**src/design/ahb_axi_pkg.sv**
```systemverilog
// Shared widths, vector types, enums and bus structs that every bridge block imports
package ahb_axi_pkg;

   // ****************************************
   // Widths
   // ****************************************
   localparam int ADDR_W = 32;            // Byte address
   localparam int DATA_W = 64;            // One bus beat
   localparam int STRB_W = DATA_W / 8;    // Byte lanes per beat

   typedef logic [ADDR_W-1:0] addr_t;     // AHB or AXI address
   typedef logic [DATA_W-1:0] data_t;     // Data beat
   typedef logic [STRB_W-1:0] strb_t;     // Write byte strobes
   typedef logic [2:0]        hsize_t;    // AHB transfer size as log2 of bytes
   typedef logic [1:0]        resp_t;     // AXI response with 2'b00 for OKAY

   // ****************************************
   // Encodings
   // ****************************************
   typedef enum logic [1:0] {
      IDLE_T   = 2'b00,
      BUSY_T   = 2'b01,
      NONSEQ_T = 2'b10,
      SEQ_T    = 2'b11
   } htrans_t;

   typedef enum logic [1:0] {
      BUS_IDLE = 2'b00,    // No data phase in progress
      BUS_WR   = 2'b01,    // Write data phase
      BUS_RD   = 2'b10,    // Read data phase before the command goes out
      BUS_PEND = 2'b11     // Read sent and waiting on rvalid
   } bus_state_t;

   // ****************************************
   // Port structs
   // ****************************************
   typedef struct packed {
      addr_t   haddr;
      htrans_t htrans;
      logic    hwrite;
      hsize_t  hsize;
      data_t   hwdata;
      logic    hsel;
      logic    hreadyin;
   } ahb_req_t;

   typedef struct packed {
      data_t hrdata;
      logic  hreadyout;
      logic  hresp;
   } ahb_rsp_t;

   typedef struct packed {
      addr_t  addr;
      hsize_t size;
      logic   write;
      strb_t  strb;
      logic   valid;       // Real transfer captured
   } addr_phase_t;

   typedef struct packed {
      logic  awvalid;
      addr_t awaddr;
      logic  wvalid;
      data_t wdata;
      strb_t wstrb;
      logic  bready;
      logic  arvalid;
      addr_t araddr;
      logic  rready;
   } axi_req_t;

   typedef struct packed {
      logic  awready;
      logic  wready;
      logic  bvalid;
      resp_t bresp;
      logic  arready;
      logic  rvalid;
      data_t rdata;
      resp_t rresp;
   } axi_rsp_t;

endpackage

```
**src/design/ahb_addr_phase.sv**
```systemverilog
// Captures each accepted AHB address phase and checks it before the FSM sends it to AXI
module ahb_addr_phase #(
   parameter ahb_axi_pkg::addr_t REGION_BASE = 32'h0000_0000,
   parameter ahb_axi_pkg::addr_t REGION_SIZE = 32'h0000_1000
) (
   input  logic                     bus_clk,
   input  logic                     rst,
   input  ahb_axi_pkg::ahb_req_t    ahb,
   input  logic                     accept,
   output ahb_axi_pkg::addr_phase_t phase,
   output logic                     access_err
);
   import ahb_axi_pkg::*;

   addr_t offset;       // Address relative to the region base
   logic  in_region;
   logic  size_err;     // Region write narrower than a word
   logic  align_err;
   strb_t strb_in;      // Lanes touched by the incoming transfer

   // ****************************************
   // Checks on the incoming address phase
   // ****************************************
   // Wraps to a large value below the base, so one compare covers both ends
   assign offset    = ahb.haddr - REGION_BASE;
   assign in_region = (offset < REGION_SIZE);
   assign size_err  = ahb.hwrite & (ahb.hsize < 3'd2);   // Byte or halfword write

   always_comb begin
      case (ahb.hsize)
         3'd0:    align_err = 1'b0;                // Byte is always aligned
         3'd1:    align_err = ahb.haddr[0];
         3'd2:    align_err = |ahb.haddr[1:0];
         3'd3:    align_err = |ahb.haddr[2:0];
         default: align_err = 1'b1;                // Wider than the bus
      endcase
   end

   // Byte lanes from size and low address bits
   always_comb begin
      case (ahb.hsize)
         3'd0:    strb_in = 8'h01 << ahb.haddr[2:0];
         3'd1:    strb_in = 8'h03 << ahb.haddr[2:0];
         3'd2:    strb_in = 8'h0f << ahb.haddr[2:0];
         3'd3:    strb_in = 8'hff;                 // Full doubleword
         default: strb_in = '0;
      endcase
   end

   // ****************************************
   // Phase registers
   // ****************************************
   always_ff @(posedge bus_clk) begin
      if (rst) begin
         phase.valid <= 1'b0;
         access_err  <= 1'b0;
      end else if (accept) begin
         phase.valid <= 1'b1;
         access_err  <= ~in_region | size_err | align_err;
      end else if (ahb.hreadyin) begin
         // Bus moved on with no transfer for this slave
         phase.valid <= 1'b0;
         access_err  <= 1'b0;
      end
      if (accept) begin                             // Payload, loaded on accept only
         phase.addr  <= ahb.haddr;
         phase.size  <= ahb.hsize;
         phase.write <= ahb.hwrite;
         phase.strb  <= strb_in;
      end
   end

   // Masters on this bus never issue transfers wider than a doubleword
   a_size_max: assert property (@(posedge bus_clk) disable iff (rst)
      phase.valid |-> (phase.size <= 3'd3));

endmodule

```
**src/design/ahb_bus_fsm.sv**
```systemverilog
// Bus state machine of the bridge that paces hreadyout and hresp and returns read data
module ahb_bus_fsm (
   input  logic                     bus_clk,
   input  logic                     rst,
   input  ahb_axi_pkg::ahb_req_t    ahb,
   input  ahb_axi_pkg::addr_phase_t phase,
   input  logic                     access_err,
   input  logic                     cmd_full,
   input  logic                     cmd_write,
   input  ahb_axi_pkg::axi_rsp_t    axi_r,
   output logic                     accept,
   output logic                     cmd_load,
   output logic                     cmd_drop,
   output ahb_axi_pkg::ahb_rsp_t    ahb_rsp
);
   import ahb_axi_pkg::*;

   bus_state_t state;
   bus_state_t state_nxt;
   logic       hreadyout;
   logic       hresp;
   logic       hready;       // Bus-wide ready, address phase sampling point
   logic       addr_req;     // Master presents a real transfer to this slave
   logic       phase_err;    // Current data phase failed its checks
   logic       err_first;    // First error cycle, hreadyout low
   logic       err_second;   // Second error cycle, hreadyout high
   logic       rd_load;      // Read data returning this cycle
   logic       rd_err_q;     // Returned read was not OKAY
   data_t      rdata_q;

   assign addr_req  = ahb.hsel & ((ahb.htrans == NONSEQ_T) | (ahb.htrans == SEQ_T));
   assign hready    = hreadyout & ahb.hreadyin;
   assign accept    = hready & addr_req;

   // Errors are decided in the data phase, before any command is sent
   assign phase_err = phase.valid & access_err & ((state == BUS_WR) | (state == BUS_RD));
   assign err_first = phase_err | rd_err_q;
   assign cmd_drop  = phase_err;             // Errored phase never loads
   assign hresp     = err_first | err_second;

   // ****************************************
   // Next state and command load
   // ****************************************
   always_comb begin
      state_nxt = state;
      cmd_load  = 1'b0;
      rd_load   = 1'b0;
      case (state)
         BUS_IDLE: begin
            if (accept) begin
               state_nxt = ahb.hwrite ? BUS_WR : BUS_RD;
            end
         end
         BUS_WR: begin
            if (phase_err) begin
               state_nxt = BUS_IDLE;
            end else if (!cmd_full) begin
               cmd_load = 1'b1;               // hwdata is on the bus now
               if (accept) begin              // Pipelined next address phase
                  state_nxt = ahb.hwrite ? BUS_WR : BUS_RD;
               end else begin
                  state_nxt = BUS_IDLE;
               end
            end
         end
         BUS_RD: begin
            if (phase_err) begin
               state_nxt = BUS_IDLE;
            end else if (!cmd_full) begin     // Wait out an older write
               cmd_load  = 1'b1;
               state_nxt = BUS_PEND;
            end
         end
         default: begin                       // BUS_PEND
            if (axi_r.rvalid & ~cmd_write) begin
               rd_load   = 1'b1;
               state_nxt = BUS_IDLE;          // Data shows next cycle
            end
         end
      endcase
   end

   // ****************************************
   // AHB response
   // ****************************************
   always_comb begin
      if (err_second) begin
         hreadyout = 1'b1;                    // Error ends, master may move on
      end else if (err_first) begin
         hreadyout = 1'b0;
      end else begin
         case (state)
            BUS_IDLE: hreadyout = 1'b1;
            BUS_WR:   hreadyout = ~cmd_full;  // Back-pressure on a busy buffer
            default:  hreadyout = 1'b0;       // Reads wait for the AXI return
         endcase
      end
   end

   assign ahb_rsp = '{hrdata: rdata_q, hreadyout: hreadyout, hresp: hresp};

   always_ff @(posedge bus_clk) begin
      if (rst) begin
         state      <= BUS_IDLE;
         err_second <= 1'b0;
         rd_err_q   <= 1'b0;
      end else begin
         state      <= state_nxt;
         err_second <= err_first;
         rd_err_q   <= rd_load & (axi_r.rresp != 2'b00);   // One-cycle flag
      end
   end

   always_ff @(posedge bus_clk) begin
      if (rd_load) begin
         rdata_q <= axi_r.rdata;
      end
   end

   // AHB two-cycle error response
   a_err_two_cycle: assert property (@(posedge bus_clk) disable iff (rst)
      (hresp && hreadyout) |-> $past(hresp && !hreadyout));

endmodule

```
**src/design/ahb_to_axi_lite.sv**
```systemverilog
// Top level of the AHB-Lite slave to AXI4-Lite master bridge, set the region through its parameters
module ahb_to_axi_lite #(
   parameter ahb_axi_pkg::addr_t REGION_BASE = 32'h0000_0000,   // Start of the allowed region
   parameter ahb_axi_pkg::addr_t REGION_SIZE = 32'h0000_1000    // Region length in bytes
) (
   input  logic                  bus_clk,
   input  logic                  rst,
   input  ahb_axi_pkg::ahb_req_t ahb,
   output ahb_axi_pkg::ahb_rsp_t ahb_rsp,
   output ahb_axi_pkg::axi_req_t axi_req,
   input  ahb_axi_pkg::axi_rsp_t axi_rsp
);
   import ahb_axi_pkg::*;

   addr_phase_t phase;       // Registered address phase
   logic        accept;      // Address phase taken this cycle
   logic        access_err;  // Registered check result
   logic        cmd_load;
   logic        cmd_drop;
   logic        cmd_full;
   logic        cmd_write;

   // ****************************************
   // Address phase and checks
   // ****************************************
   ahb_addr_phase #(
      .REGION_BASE (REGION_BASE),
      .REGION_SIZE (REGION_SIZE)
   ) addr_phase_i (
      .bus_clk    (bus_clk),
      .rst        (rst),
      .ahb        (ahb),
      .accept     (accept),
      .phase      (phase),
      .access_err (access_err)
   );

   // Bus FSM and AHB response
   ahb_bus_fsm bus_fsm_i (
      .bus_clk    (bus_clk),
      .rst        (rst),
      .ahb        (ahb),
      .phase      (phase),
      .access_err (access_err),
      .cmd_full   (cmd_full),
      .cmd_write  (cmd_write),
      .axi_r      (axi_rsp),
      .accept     (accept),
      .cmd_load   (cmd_load),
      .cmd_drop   (cmd_drop),
      .ahb_rsp    (ahb_rsp)
   );

   // Command buffer, write data taken straight from the data phase
   axi_cmd_buf cmd_buf_i (
      .bus_clk   (bus_clk),
      .rst       (rst),
      .cmd_load  (cmd_load),
      .cmd_drop  (cmd_drop),
      .phase     (phase),
      .wdata     (ahb.hwdata),
      .axi_rsp   (axi_rsp),
      .axi_req   (axi_req),
      .cmd_full  (cmd_full),
      .cmd_write (cmd_write)
   );

endmodule

```
**src/design/axi_cmd_buf.sv**
```systemverilog
// One-entry command buffer of the bridge that drives the AXI4-Lite write and read channels
module axi_cmd_buf (
   input  logic                     bus_clk,
   input  logic                     rst,
   input  logic                     cmd_load,
   input  logic                     cmd_drop,
   input  ahb_axi_pkg::addr_phase_t phase,
   input  ahb_axi_pkg::data_t       wdata,
   input  ahb_axi_pkg::axi_rsp_t    axi_rsp,
   output ahb_axi_pkg::axi_req_t    axi_req,
   output logic                     cmd_full,
   output logic                     cmd_write
);
   import ahb_axi_pkg::*;

   addr_t cmd_addr;
   data_t cmd_wdata;
   strb_t cmd_strb;
   logic  cmd_vld;      // Entry holds a command
   logic  aw_done;      // Write address already taken
   logic  w_done;       // Write data already taken
   logic  awvalid;
   logic  wvalid;
   logic  arvalid;
   logic  aw_hs;
   logic  w_hs;
   logic  ar_hs;
   logic  retire;       // Last handshake of the command is this cycle
   logic  load_en;

   // ****************************************
   // Channel valids and handshakes
   // ****************************************
   assign awvalid = cmd_vld & cmd_write & ~aw_done;
   assign wvalid  = cmd_vld & cmd_write & ~w_done;
   assign arvalid = cmd_vld & ~cmd_write;

   assign aw_hs   = awvalid & axi_rsp.awready;
   assign w_hs    = wvalid  & axi_rsp.wready;
   assign ar_hs   = arvalid & axi_rsp.arready;

   // Write retires when both channels are through, in either order
   assign retire   = cmd_vld & (cmd_write ? ((aw_done | aw_hs) & (w_done | w_hs)) : ar_hs);
   assign cmd_full = cmd_vld & ~retire;     // Frees in the retiring cycle
   assign load_en  = cmd_load & ~cmd_drop;

   always_ff @(posedge bus_clk) begin
      if (rst) begin
         cmd_vld   <= 1'b0;
         cmd_write <= 1'b0;
         aw_done   <= 1'b0;
         w_done    <= 1'b0;
      end else if (load_en) begin           // May overlap a retire
         cmd_vld   <= 1'b1;
         cmd_write <= phase.write;
         aw_done   <= 1'b0;
         w_done    <= 1'b0;
      end else if (retire) begin
         cmd_vld   <= 1'b0;
         aw_done   <= 1'b0;
         w_done    <= 1'b0;
      end else begin
         aw_done   <= aw_done | aw_hs;
         w_done    <= w_done | w_hs;
      end
   end

   always_ff @(posedge bus_clk) begin
      if (load_en) begin
         cmd_addr  <= phase.addr;
         cmd_wdata <= wdata;
         cmd_strb  <= phase.strb;
      end
   end

   // Responses are always taken, write response content is ignored
   assign axi_req = '{awvalid: awvalid, awaddr: cmd_addr, wvalid: wvalid, wdata: cmd_wdata,
                      wstrb: cmd_strb, bready: 1'b1, arvalid: arvalid, araddr: cmd_addr,
                      rready: 1'b1};

   // Valid and payload hold until the handshake, across FSM loads
   a_aw_stable: assert property (@(posedge bus_clk) disable iff (rst)
      (awvalid && !axi_rsp.awready) |=> (awvalid && $stable(cmd_addr)));
   a_w_stable: assert property (@(posedge bus_clk) disable iff (rst)
      (wvalid && !axi_rsp.wready) |=> (wvalid && $stable(cmd_wdata) && $stable(cmd_strb)));
   a_ar_stable: assert property (@(posedge bus_clk) disable iff (rst)
      (arvalid && !axi_rsp.arready) |=> (arvalid && $stable(cmd_addr)));

endmodule

```
**config.mk**
```make
export PLATFORM = sky130hd
export DESIGN_NAME = ahb_to_axi_lite
export DESIGN_NICKNAME = d
export VERILOG_FILES = /design/src/design/ahb_axi_pkg.sv /design/src/design/ahb_addr_phase.sv /design/src/design/ahb_bus_fsm.sv /design/src/design/ahb_to_axi_lite.sv /design/src/design/axi_cmd_buf.sv
export SDC_FILE = /design/constraint.sdc
export NUM_CORES = 1
export LEC_CHECK = 0
export ABC_CLOCK_PERIOD_IN_PS = 10500
export BUFFER_PORTS_ARGS = -buffer_cell sky130_fd_sc_hd__buf_2
export CORE_AREA = 2 2 151 153
export DETAILED_ROUTE_END_ITERATION = 12
export DIE_AREA = 0 0 153 155
export PLACE_DENSITY = 0.68
export SETUP_SLACK_MARGIN = 0.3
export SLEW_MARGIN = 20
export SYNTH_ARGS = -nofsm -noshare
export SYNTH_HDL_FRONTEND = slang
export SYNTH_SLANG_ARGS = --single-unit
```
**constraint.sdc**
```tcl
create_clock -name bus_clk -period 10.5 [get_ports bus_clk]
set_clock_uncertainty 0.2 [all_clocks]
set_input_delay 0.525 -clock bus_clk [delete_from_list [all_inputs] [get_ports bus_clk]]
set_output_delay 0.525 -clock bus_clk [all_outputs]
set_load 0.02 [all_outputs]
```
* Word level (Yosys, flattened, before mapping)
Index checks and enable logic that the tools add are counted.
** Cells by class
- Add/subtract/negate cells :: 0
- Multipliers :: 0
- Divide/modulo/power cells :: 0
- Order comparisons :: 2
- Equal/unequal tests :: 10
- Shift operators :: 3
- Muxes and demuxes :: 25
- Bitwise operators :: 34
- Reduce and logical (&&, ||, !) cells :: 12
** Operators by type and width (count)
- 32-bit by 13-bit less-than comparator with 1-bit output, second input constant :: 1
- 8-bit case mux with 4 select lines :: 1
- 1-bit bitwise AND :: 19
- 2-bit 2-to-1 mux :: 8
- 1-bit 2-to-1 mux :: 13
- 3-bit OR reduction :: 3
- 1-bit OR :: 8
- 1-bit by 3-bit << shifter with 8-bit output, first input constant :: 1
- 2-bit by 3-bit << shifter with 8-bit output, first input constant :: 1
- 4-bit by 3-bit << shifter with 8-bit output, first input constant :: 1
- 1-bit NOT :: 7
- 2-bit == test, second input constant :: 3
- 3-bit by 2-bit == test with 1-bit output, second input constant :: 2
- 3-bit != test, second input constant :: 2
- 2-bit case mux with 3 select lines :: 1
- 2-bit nonzero test :: 3
- 1-bit case mux with 4 select lines :: 1
- 4-bit AND reduction :: 1
- 4-bit nonzero test :: 1
- 2-bit OR reduction :: 2
- 3-bit by 1-bit == test with 1-bit output, second input constant :: 1
- 3-bit zero test :: 1
- 3-bit by 2-bit less-than comparator with 1-bit output, second input constant :: 1
- 2-bit by 1-bit == test with 1-bit output, second input constant :: 1
- 3 further kinds :: 3
** Word-level totals
- Register bits :: 219
- Latch bits :: 0
- RAM bits :: 0
- Memory bits (read-only) :: 0
- Input bits :: 179
- Output and inout bits :: 207
- Word-level logic and storage cells :: 102
- Memories kept :: 0

* Longest topological paths before layout
Gate-level depths: netlist of the first run.
- Word-level depth :: 19
- Gate-level depth with buffers :: 7
- Depth with buffers taken out :: 7

* Hierarchy
From an unflattened synthesis of the first run, not the netlist that was laid out.
** Second synthesis, totals
- Cell total of the unflattened synthesis :: 380
- Area total of the unflattened synthesis :: 7609.8 um^2
** By module, submodules not included
- axi_cmd_buf :: times used 1, cells an instance 167, area each 3601.0 um^2, seq. area each 3203.1 um^2
- ahb_bus_fsm :: times used 1, cells an instance 109, area each 2294.7 um^2, seq. area each 2001.9 um^2
- ahb_addr_phase :: times used 1, cells an instance 104, area each 1714.1 um^2, seq. area each 1361.3 um^2

* Worst setup path after synthesis of the first run
No wires, ideal clock.
- Path type :: input port to flip-flop
- Start point :: input port axi_rsp[72] in the netlist's numbering
- End point :: register cmd_buf_i.cmd_addr[0] (enable)
- Setup time :: 569 ps
- Arrival time :: 5257 ps
- Data required time :: 9731 ps
- Setup slack :: 4474 ps
- Stages :: 3
- Buffers on the path :: 0
- Cell sequence :: o221ai_1 > and3_1 > nor2_1
** On the way
- Cells in the longest elaborated chain, start to end :: 11
** Ends and longest elaborated chain
- from (decl) :: RTL line ahb_to_axi_lite.sv:11 : input ahb_axi_pkg::axi_rsp_t axi_rsp
- 1-bit bitwise AND :: RTL line axi_cmd_buf.sv:38 : assign aw_hs = awvalid & axi_rsp.awready;
- 1-bit OR :: RTL line axi_cmd_buf.sv:43 : assign retire = cmd_vld & (cmd_write ? ((aw_done | aw_hs) & (w_done | w_hs)) : ar_hs);
- 1-bit bitwise AND :: RTL line axi_cmd_buf.sv:43
- 1-bit 2-to-1 mux :: RTL line axi_cmd_buf.sv:43
- 1-bit bitwise AND :: RTL line axi_cmd_buf.sv:43
- 1-bit NOT :: RTL line axi_cmd_buf.sv:44 : assign cmd_full = cmd_vld & ~retire;
- 1-bit bitwise AND :: RTL line axi_cmd_buf.sv:44
- 1-bit 2-to-1 mux :: RTL line ahb_bus_fsm.sv:57, ahb_bus_fsm.sv:69
- 1-bit 2-to-1 mux :: RTL line ahb_bus_fsm.sv:67 : if (phase_err) begin
- 1-bit 2-to-1 mux
- 1-bit bitwise AND :: RTL line axi_cmd_buf.sv:45 : assign load_en = cmd_load & ~cmd_drop;
- net cmd_buf_i.load_en :: RTL line axi_cmd_buf.sv:29 : logic load_en;
- to (signal assigned) :: RTL line axi_cmd_buf.sv:70 : cmd_addr <= phase.addr;
- to (decl) :: RTL line axi_cmd_buf.sv:16 : addr_t cmd_addr;
The timed path passes the listed nets, and every way through them passes these cells.
A chain may end at the register's enable or synchronous reset.

==> results by group, run 1 <==
Die
  – Num rows: 55
  – Die ar.: 23700 um^2
  – Y dimension of the die: 155 um
  – Die width: 153 um
  – Effective utilization at floorplan: 0.338
  – Top-level port count: 386
  – Floorplan core area: 22200 um^2

Yosys
  – Post-synthesis share of cell area spent on xor and xnor gates: 0
  – Basic-gate share of the synthesized area counting and, or, nand and nor cells: 0.0367
  – Post-synth EDFFs: 209
  – Post-synthesis compound-gate area fraction: 0.0437
  – Top flip-flop cell by instance count after synthesis: edfxtp_1
  – Async set or reset register ratio after synthesis: 0
  – Synth Area in Adders: 0.00833
  – Number of different library cells in the post-synthesis netlist: 39
  – Sequential cell area fraction in the yosys report: 0.863
  – Number of flip-flops and latches in the synthesized netlist: 219
  – Gate Count Post-Synth: 385
  – Post-Synthesis Mean Instance Area: 19.5 um^2
  – Mux share of post-synthesis cell area: 0
  – Combinational family with the most area after synthesis: buffers and inverters
  – Number of warnings issued by yosys: 0
  – Netlist Area Pre-Place: 7510 um^2

Pwr
  – Switch Pwr: 1050 uW
  – Leakage power: 0.00465 uW
  – Power share of the clock group: 0.252
  – Worst IR Drop VDD: 0.140 mV
  – Share of total power in sequential cells: 0.446
  – Power per Cell Area: 266 nW/um^2
  – Internal portion of total power: 1990 uW
  – Switching share of power: 0.346
  – Gate power share: 0.302

Global route
  – Number of antenna violations at the first check in global routing: 0
  – First-pass GRT wire length: 29.9 mm
  – GR Overflow Total: 0
  – Overall global routing resource usage: 0.164
  – Largest net degree at the start of global routing: 65
  – Vias in the first global route: 5145

Setup path
  – Launching element of the worst setup path: bus_fsm_i.state[0]
  – Source of the worst register-to-register timing path: bus_fsm_i.state[0]
  – Crit path kind: reg -> out
  – Nature of the critical path startpoint: register
  – Worst-path maximum fanout: 6
  – Data arrival time of the critical path: 2490 ps
  – CP Capture Type: output pin
  – Data required time at the worst endpoint: 9780 ps

Place
  – Placer congestion estimate: 0.767
  – Detail Placement HPWL: 14.0 mm
  – Number of buffer cells added on primary ports: 379

Finish
  – Leading cell types in the layout, fill and taps excluded: buf_2, edfxtp_1, dlygate4sd3_1
  – Most common cell after layout, fill and taps aside: buf_2
  – Synth-to-Final Area Change: 52.7%
  – Diodes inserted: 0
  – Share of cells above drive strength 1: 0.475
  – Total Nets Final: 1058

Route
  – DRC violations left: 0
  – Router iterations before antenna repair: 5
  – Final antenna-violating net count: 0
  – Detail-routed net length per standard cell: 17.6 um
  – Average via count per standard cell: 4.42
  – Number of DRC markers after the initial detailed-route iteration: 238
  – Routed via count: 5185
  – WL final: 20.7 mm

Clock network
  – Worst-path clk slew: 60 ps
  – Number of buffers on the longest clock path: 3
  – Deepest level of the CTS H-tree: 1
  – Worst-Skew Late Latency: 500 ps
  – Clock Root Buffer: clkbuf_16
  – Number of setup buffers added after CTS: 0
  – Clock tree from TritonCTS: yes
  – CTS sink count: 219
  – Total CTS buffers: 23

Timing
  – Max Fclk: 311 MHz
  – Post-route clock period utilization: 0.306
  – Endpoints failing hold: 0
  – Setup violation total in the final timing report: 0
  – Slew Limit Headroom: 0.453
  – Slew at the pin closest to its max-slew limit: 820 ps
  – Setup TNS: 0 ps
  – Final number of max-transition violations: 0
  – Setup repair after global routing missed its margin: false
  – Final worst path period need: 3210 ps
  – Final worst hold slack: 20.8 ps

Flow run
  – Max Cap Violations: 0

Status
  – Outcome: finished clean

Worst hold path
  – Critical hold path startpoint: ahb[11]
  – Class of the tightest hold or removal check: in -> reg
[worst max-delay path: stages, from the launching register on]
cell and delay, ps:
dfxtp_1 380, inv_1 90, ha_1 360, a31oi_1 460, o21ai_0 170, a21oi_1 230, or2_1 130, buf_2 160
[layout make-up]
type	instances	area (um^2)
Clock buffer	29	598
Clock inverter	11	105
Fill cell	1858	10800
Inverter	11	41.3
Multi-Input combinational cell	110	696
Sequential cell	219	6480
Tap cell	285	357
Timing Repair Buffer	509	3190
[repair_timing]
| item | in CTS | in global routing |
|---|---|---|
| hold buffers | 125 | 1 |
| endpoints found under the hold margin | 125 | 1 |
| resized for setup | 0 | 0 |
[path summary, 6_finish.rpt]
path	endpoint	slack, ps	cells after the start
setup / recovery	ahb_rsp[1]	7290	7
setup reg to reg	cmd_buf_i.cmd_addr[0]	7370	6
hold / removal	cmd_buf_i.cmd_wdata[9]	20	1
hold reg to reg	cmd_buf_i.cmd_strb[2]	210	0
[state kept, by name (all words and copies together) (netlist names)]
name,count
cmd_buf_i.w_done,1
cmd_buf_i.cmd_strb,8
cmd_buf_i.cmd_write,1
cmd_buf_i.cmd_wdata,64
bus_fsm_i.state,2
addr_phase_i.access_err,1
bus_fsm_i.rd_err_q,1
addr_phase_i.phase,42
bus_fsm_i.rdata_q,64
cmd_buf_i.cmd_vld,1
bus_fsm_i.err_second,1
cmd_buf_i.aw_done,1
cmd_buf_i.cmd_addr,32
[per-stage QoR]
stage	total power (uW)	worst slack (ps)	instances	cell area, um^2	utilization
finish	3040	7290	1174	11500	0.516
global route	3170	7100	1174	11500	0.516
CTS	3080	7250	1173	11500	0.515
detailed placement	2260	7240	1008	9500	0.427
global placement	2240	7280	1008	9500	0.427
floorplan	2010	4470	386	7510	-
[metal layers]
layer / share of wire / global-route usage / vias up
li1: - / - / 2416
met5: 0 / 0 / -
met4: 0.025 / 0.0560 / 0
met1: 0.39 / 0.200 / 2486
met2: 0.52 / 0.292 / 250
met3: 0.067 / 0.0326 / 33
[cell usage after synthesis (all sizes together), types with 2 or more instances]
cell type	instances	area [um^2]
o31ai	2	15.0
o2111ai	2	17.5
a31oi	3	18.8
nor2b	2	12.5
nor2	14	52.6
and3	2	12.5
ha	5	62.6
buf	41	302
nand2b	6	37.5
nand2	9	33.8
nor4	4	31.3
nand3	7	35.0
nor3	2	10.0
nand4	3	18.8
or4	2	18.8
dfxtp	10	200
edfxtp	209	6280
a2111oi	2	36.3
inv	11	41.3
clkbuf	5	18.8
o21ai	11	55.1
a211oi	2	15.0
a21oi	21	105
or2	2	12.5
[logic make-up (layout without fill, tap and decap cells)]
logic type,after synthesis,after routing
compound gates,50,50
fa+ha+maj,5,5
buf+inv,57,560
flops,219,219
other cells,1,2
simple gates,53,53
[power by group through the flow]
stage               Combinational, uW  Sequential [uW]  Clock, uW
floorplan                         352             1660          0
global placement                  879             1370          0
detailed placement                889             1370          0
CTS                               928             1360        789
global route                      976             1380        821
finish                            918             1360        768
Power figures use the tool's default switching activity.
==> run 2: changes to the inputs <==
Settings changed: ABC_CLOCK_PERIOD_IN_PS 10500 to 3230, CORE_AREA 2 2 151 153 to 2 2 149 151, DIE_AREA 0 0 153 155 to 0 0 151 153, PLACE_DENSITY 0.68 to 0.69.
Clock period 10.5 ns to 3.23 ns, I/O delays scaled along.
==> results by group, run 2 (synthesized netlist as in run 1, its figures left out) <==
Setup path
  – Capturing element of the worst setup path: ahb_rsp[1]
  – Crit-path cells: inv_2 > ha_4 > a31oi_1 > o21ai_0 > a21oi_1 > or2_1 > buf_2
  – Nature of the critical path startpoint: register
  – Data required time at the worst endpoint: 2870 ps
  – Data arrival time of the critical path: 2280 ps
  – CP Capture Type: output pin
  – Delay contributed by the slowest stage of the critical path: 400 ps
  – Setup slack of the most critical reg-to-reg path: 690 ps
  – Standard cell with the maximum stage delay on the critical path: a31oi_1
  – Length in cells of the worst reg-to-reg path: 6
  – Launching element of the worst setup path: bus_fsm_i.state[0]
  – Terminus of the critical flop-to-flop path: addr_phase_i.phase[25]
  – Source of the worst register-to-register timing path: bus_fsm_i.state[0]
  – Worst-path maximum fanout: 6
  – Crit path kind: reg -> out

Die
  – Effective utilization at floorplan: 0.349
  – Floorplan core area: 21500 um^2
  – Y dimension of the die: 153 um
  – Die ar.: 23100 um^2
  – Num rows: 54
  – Top-level port count: 386
  – Die width: 151 um

Finish
  – Number of fill cells: 1667
  – Share of cells above drive strength 1: 0.460
  – Combined flip-flop and latch cell area: 6480 um^2
  – Leading cell types in the layout, fill and taps excluded: buf_2, edfxtp_1, dlygate4sd3_1
  – Synth-to-Final Area Change: 60.6%
  – Area of the multi-input gates: 712 um^2
  – Most common cell after layout, fill and taps aside: buf_2
  – Top Registers: bus_fsm_i.rdata_q x64, cmd_buf_i.cmd_wdata x64, addr_phase_i.phase x42
  – Post-layout util: 0.561
  – Total Nets Final: 1107

Pwr
  – Power share of the clock group: 0.258
  – Share of total power in sequential cells: 0.438
  – Switch Pwr: 3480 uW
  – Leakage power: 0.00489 uW
  – Power per Cell Area: 842 nW/um^2
  – Gate power share: 0.304
  – Switching share of power: 0.343
  – Worst IR Drop VDD: 0.558 mV
  – Internal portion of total power: 6670 uW

Timing
  – Final number of max-transition violations: 0
  – Slew at the pin closest to its max-slew limit: 830 ps
  – Setup violation total in the final timing report: 0
  – Final worst hold slack: 128 ps
  – Setup repair after global routing missed its margin: false
  – Setup TNS: 0 ps
  – Post-route clock period utilization: 0.817
  – Slew Limit Headroom: 0.447
  – Final worst path period need: 2640 ps
  – Endpoints failing hold: 0
  – Max Fclk: 379 MHz

Clock network
  – CTS sink count: 219
  – Clock tree from TritonCTS: yes
  – Worst-Skew Late Latency: 500 ps
  – Worst-path clk slew: 60 ps
  – Number of setup buffers added after CTS: 0
  – Deepest level of the CTS H-tree: 1
  – Number of buffers on the longest clock path: 3
  – Clock Root Buffer: clkbuf_16
  – Post-CTS resize count: 0
  – Total CTS buffers: 24

Flow run
  – Max Cap Violations: 0

Place
  – Placer congestion estimate: 0.783
  – Number of buffer cells added on primary ports: 379
  – Detail Placement HPWL: 13.8 mm

Route
  – Average via count per standard cell: 4.37
  – DRC violations left: 0
  – Final antenna-violating net count: 0
  – Detail-routed net length per standard cell: 17.2 um
  – Routed via count: 5347
  – Number of DRC markers after the initial detailed-route iteration: 264
  – Router iterations before antenna repair: 5
  – WL final: 21.1 mm

Status
  – Outcome: finished clean

Global route
  – First-pass GRT wire length: 30.3 mm
  – Largest net degree at the start of global routing: 106
  – Vias in the first global route: 5586
  – Overall global routing resource usage: 0.172
  – Number of antenna violations at the first check in global routing: 3
  – GR Overflow Total: 0

Worst hold path
  – Class of the tightest hold or removal check: in -> reg
  – Cell depth of the worst hold path: 3
run 2: cell types whose count changed in the layout (fill, tap and decap cells not counted), moves of 2 or more:
cell           before  now
dlygate4sd3_1     126  175
buf_4               4    1
clkbuf_1            6    3
clkinv_1            3    6
dfxtp_1            10    7
dfxtp_2             0    3
diode_2             0    3
buf_12              0    2
clkbuf_16          23   25
clkinvlp_4          0    2
inv_1               9    7
inv_2               2    4
run 2: area by class of cell:
type | count | area share
Inverter | 11 | 0.00343
Timing Repair Buffer | 557 | 0.307
Tap cell | 280 | 0.0291
Antenna cell | 3 | 0.000623
Multi-Input combinational cell | 110 | 0.0591
Sequential cell | 219 | 0.538
Clock inverter | 16 | 0.0109
Clock buffer | 28 | 0.0528
run 2: how the worst min path moves through the flow:
stage          startpoint                       to  slack [ps]
3_5_place_dp      ahb[80]   addr_phase_i.phase[21]         140
5_1_grt            ahb[1]    addr_phase_i.phase[1]         140
3_3_place_gp      ahb[41]  cmd_buf_i.cmd_wdata[39]         140
6_report           ahb[1]    addr_phase_i.phase[8]         130
4_1_cts            ahb[1]    addr_phase_i.phase[2]         100
2_1_floorplan     ahb[72]   addr_phase_i.phase[13]          60
run 2: power groups by stage:
stage / Clock (uW) / Sequential, uW / Combinational [uW]
finish: 2620 / 4440 / 3080
global route: 2810 / 4530 / 3300
CTS: 2690 / 4440 / 3110
detailed placement: 0 / 4490 / 2940
global placement: 0 / 4460 / 2910
floorplan: 0 / 5280 / 1200
run 2: metal layers:
layer  up-vias  part of all wire  GRT usage
met5         -                 0          0
met4         0             0.030     0.0650
met3        45             0.074     0.0352
met2       236              0.53      0.327
met1      2546              0.36      0.186
li1       2520                 -          -
run 2: timing repair:
item | 4_1_cts | 5_1_grt
hold buffers | 175 | 0
hold endpoints to repair | 179 | 0
setup endpoints to repair | 0 | 0
run 2: worst max-delay path, delay by kind of cell, from the launching register on:
kind	cells	cell delay, ps
adder cells (fa/ha/maj)	1	260
AND/OR/NAND/NOR	1	130
buffers and inverters	2	240
flip-flops	1	370
AO/OA/AOI/OAI	3	780
run 2: through the flow:
step           std cells  setup WS [ps]  instance area, um^2  power, uW
5_1_grt             1224            437                12100      10600
6_report            1224            590                12100      10200
4_1_cts             1221            571                12000      10200
3_5_place_dp        1002            704                 9530       7430
3_3_place_gp        1002            774                 9530       7380
2_1_floorplan        386            304                 7540       6480
==> run 3: changes to the inputs <==
Settings changed: ABC_AREA set to 1, ABC_CLOCK_PERIOD_IN_PS 3230 to 2400, CORE_AREA 2 2 149 151 to 2 2 151 153, DIE_AREA 0 0 151 153 to 0 0 153 155, PLACE_DENSITY 0.69 to 0.7.
Clock period 3.23 ns to 2.4 ns, I/O delays scaled along.
==> results by group, run 3 <==
Status
  – Outcome: finished clean

Die
  – Top-level port count: 386
  – Die ar.: 23700 um^2
  – Die width: 153 um
  – Num rows: 55
  – Effective utilization at floorplan: 0.336
  – Y dimension of the die: 155 um
  – Floorplan core area: 22200 um^2

Finish
  – Diodes inserted: 0
  – Leading cell types in the layout, fill and taps excluded: buf_2, edfxtp_1, dlygate4sd3_1
  – Most common cell after layout, fill and taps aside: buf_2
  – Combined flip-flop and latch cell area: 6490 um^2
  – Top Registers: bus_fsm_i.rdata_q x64, cmd_buf_i.cmd_wdata x64, addr_phase_i.phase x42
  – Final Instance Area: 12200 um^2
  – Number of fill cells: 1783
  – Synth-to-Final Area Change: 63.2%
  – Final instance count without filler cells: 1257
  – Total Nets Final: 1141
  – Share of cells above drive strength 1: 0.462
  – Area of the multi-input gates: 643 um^2

Setup path
  – Crit path kind: reg -> reg
  – Crit-path cells: inv_2 > ha_4 > nand2_4 > a21oi_1 > or2_2 > a21oi_2 > dlygate4sd3_1
  – CP Capture Type: register
  – Data arrival time of the critical path: 2270 ps
  – Cell family with the largest share of critical-path delay: buffers and inverters
  – Delay contributed by the slowest stage of the critical path: 550 ps
  – Standard cell with the maximum stage delay on the critical path: dlygate4sd3_1
  – CP Buf/Inv Count: 2
  – Data required time at the worst endpoint: 2640 ps
  – Worst-path maximum fanout: 4
  – Nature of the critical path startpoint: register

Yosys
  – Post-synth top area cell: edfxtp_1
  – Netlist Area Pre-Place: 7460 um^2
  – Sequential cell area fraction in the yosys report: 0.868
  – Most instantiated library cell after synthesis: edfxtp_1
  – Number of different library cells in the post-synthesis netlist: 22
  – Number of warnings issued by yosys: 0
  – Dominant cells by area after synthesis: edfxtp_1, buf_4, dfxtp_1, nand2_1, inv_1
  – Post-synth EDFFs: 209
  – Proportion of netlist area held by the largest area contributor: 0.841
  – Top flip-flop cell by instance count after synthesis: edfxtp_1
  – Async set or reset register ratio after synthesis: 0
  – Leading post-synthesis cells by instance count: edfxtp_1, buf_4, nand2_1
  – Gate Count Post-Synth: 403
  – Number of flip-flops and latches in the synthesized netlist: 219
  – Post-Synthesis Mean Instance Area: 18.5 um^2

Pwr
  – Power per Cell Area: 1110 nW/um^2
  – Worst IR Drop VDD: 0.592 mV
  – Leakage power: 0.00504 uW

Route
  – Detail-routed net length per standard cell: 16.9 um
  – Router iterations before antenna repair: 4
  – WL final: 21.3 mm
  – Number of DRC markers after the initial detailed-route iteration: 214
  – Routed via count: 5390
  – Average via count per standard cell: 4.29
  – Final antenna-violating net count: 0
  – DRC violations left: 0

Timing
  – Final worst hold slack: 22.0 ps
  – Setup repair after global routing missed its margin: false
  – Setup TNS: 0 ps
  – Final number of max-transition violations: 0
  – Post-route clock period utilization: 0.848
  – Max Fclk: 491 MHz
  – Endpoints failing hold: 0
  – Final worst path period need: 2040 ps
  – Setup violation total in the final timing report: 0
  – Slew at the pin closest to its max-slew limit: 510 ps
  – Slew Limit Headroom: 0.657

Place
  – Cell Count Post-Placement: 1039
  – Number of buffer cells added on primary ports: 379
  – Placer congestion estimate: 0.832
  – Detail Placement HPWL: 14.8 mm
  – Area after detailed placement: 9610 um^2

Flow run
  – Max Cap Violations: 0

Clock network
  – Number of buffers on the longest clock path: 3
  – CTS sink count: 219
  – Total CTS buffers: 23
  – Worst-Skew Late Latency: 490 ps
  – Clock Root Buffer: clkbuf_16
  – Clock tree from TritonCTS: yes
  – Deepest level of the CTS H-tree: 1
  – Worst-path clk slew: 60 ps

Global route
  – First-pass GRT wire length: 30.2 mm
  – Vias in the first global route: 5501
  – Overall global routing resource usage: 0.165
  – Number of antenna violations at the first check in global routing: 0
  – Largest net degree at the start of global routing: 54
  – GR Overflow Total: 0

Worst hold path
  – Class of the tightest hold or removal check: in -> reg
run 3: cell count changes in the layout (fill, tap and decap cells not counted), moves of 4 or more:
cell	before	now
nand2b_1	6	0
nand2_1	8	32
nand2_4	0	4
a21oi_1	21	10
buf_4	1	8
inv_1	7	24
o21ai_1	5	0
nor2_1	12	19
o21ai_0	6	17
buf_12	2	6
run 3: area by class of cell:
type / count / area share
sequential: 219 / 0.533
clock buffer: 29 / 0.0491
clock inverter: 11 / 0.0105
timing repair buffer: 568 / 0.316
inverter: 29 / 0.00976
multi-input combinational: 116 / 0.0528
tap: 285 / 0.0293
run 3: path summary, 6_finish.rpt:
path,startpoint,endpoint,slack [ps],cells after the start
hold reg to reg,addr_phase_i.phase[39],cmd_buf_i.cmd_addr[26],210,0
setup reg to reg,bus_fsm_i.state[0],cmd_buf_i.aw_done,360,7
setup / recovery,bus_fsm_i.state[0],cmd_buf_i.aw_done,360,7
hold / removal,ahb[67],addr_phase_i.phase[7],20,5
run 3: layer usage:
| layer | share of wire | routed length (um) | up-vias | global-route usage |
|---|---|---|---|---|
| met5 | 0 | 0 | - | 0 |
| met4 | 0.030 | 632 | 0 | 0.0591 |
| met3 | 0.058 | 1230 | 40 | 0.0301 |
| met2 | 0.52 | 11000 | 243 | 0.299 |
| met1 | 0.40 | 8460 | 2565 | 0.197 |
| li1 | - | - | 2542 | - |
run 3: worst reg2reg max path, cell delays in order, from the launching register on:
cell and delay, ps:
dfxtp_4 360, inv_2 60, ha_4 250, nand2_4 80
a21oi_1 60, or2_2 310, a21oi_2 110, dlygate4sd3_1 550
run 3: cell families (layout without fill, tap and decap cells):
group / Yosys count / count (layout) / synth area share
compound gates: 31 / 31 / 0.0220
fa+ha+maj: 5 / 5 / 0.00838
buf+inv: 69 / 637 / 0.0543
flops: 219 / 219 / 0.868
other cells: 1 / 2 / 0.000502
simple gates: 78 / 78 / 0.0473
run 3: per-stage QoR:
stage	util	worst slack, ps	power (uW)
floorplan	-	-482	8340
global placement	0.432	343	9670
detailed placement	0.432	294	9760
CTS	0.545	325	13500
global route	0.548	255	14000
finish	0.548	364	13500
run 3: power breakdown:
| group | leakage (uW) | switching [uW] | internal (uW) |
|---|---|---|---|
| Sequential | 0.00199 | 349 | 5430 |
| Combinational | 0.00269 | 2770 | 1490 |
| Clock | 0.000353 | 1370 | 2080 |
| Total | 0.00504 | 4480 | 9000 |
run 3: what timing repair did:
| action | in CTS | in global routing |
|---|---|---|
| gates resized for setup | 0 | 15 |
| setup endpoints to repair | 42 | 35 |
| pin swaps | 1 | 2 |
| hold buffers | 175 | 0 |
| setup buffers | 2 | 1 |
| endpoints found under the hold margin | 185 | 0 |
| gates cloned | 0 | 1 |
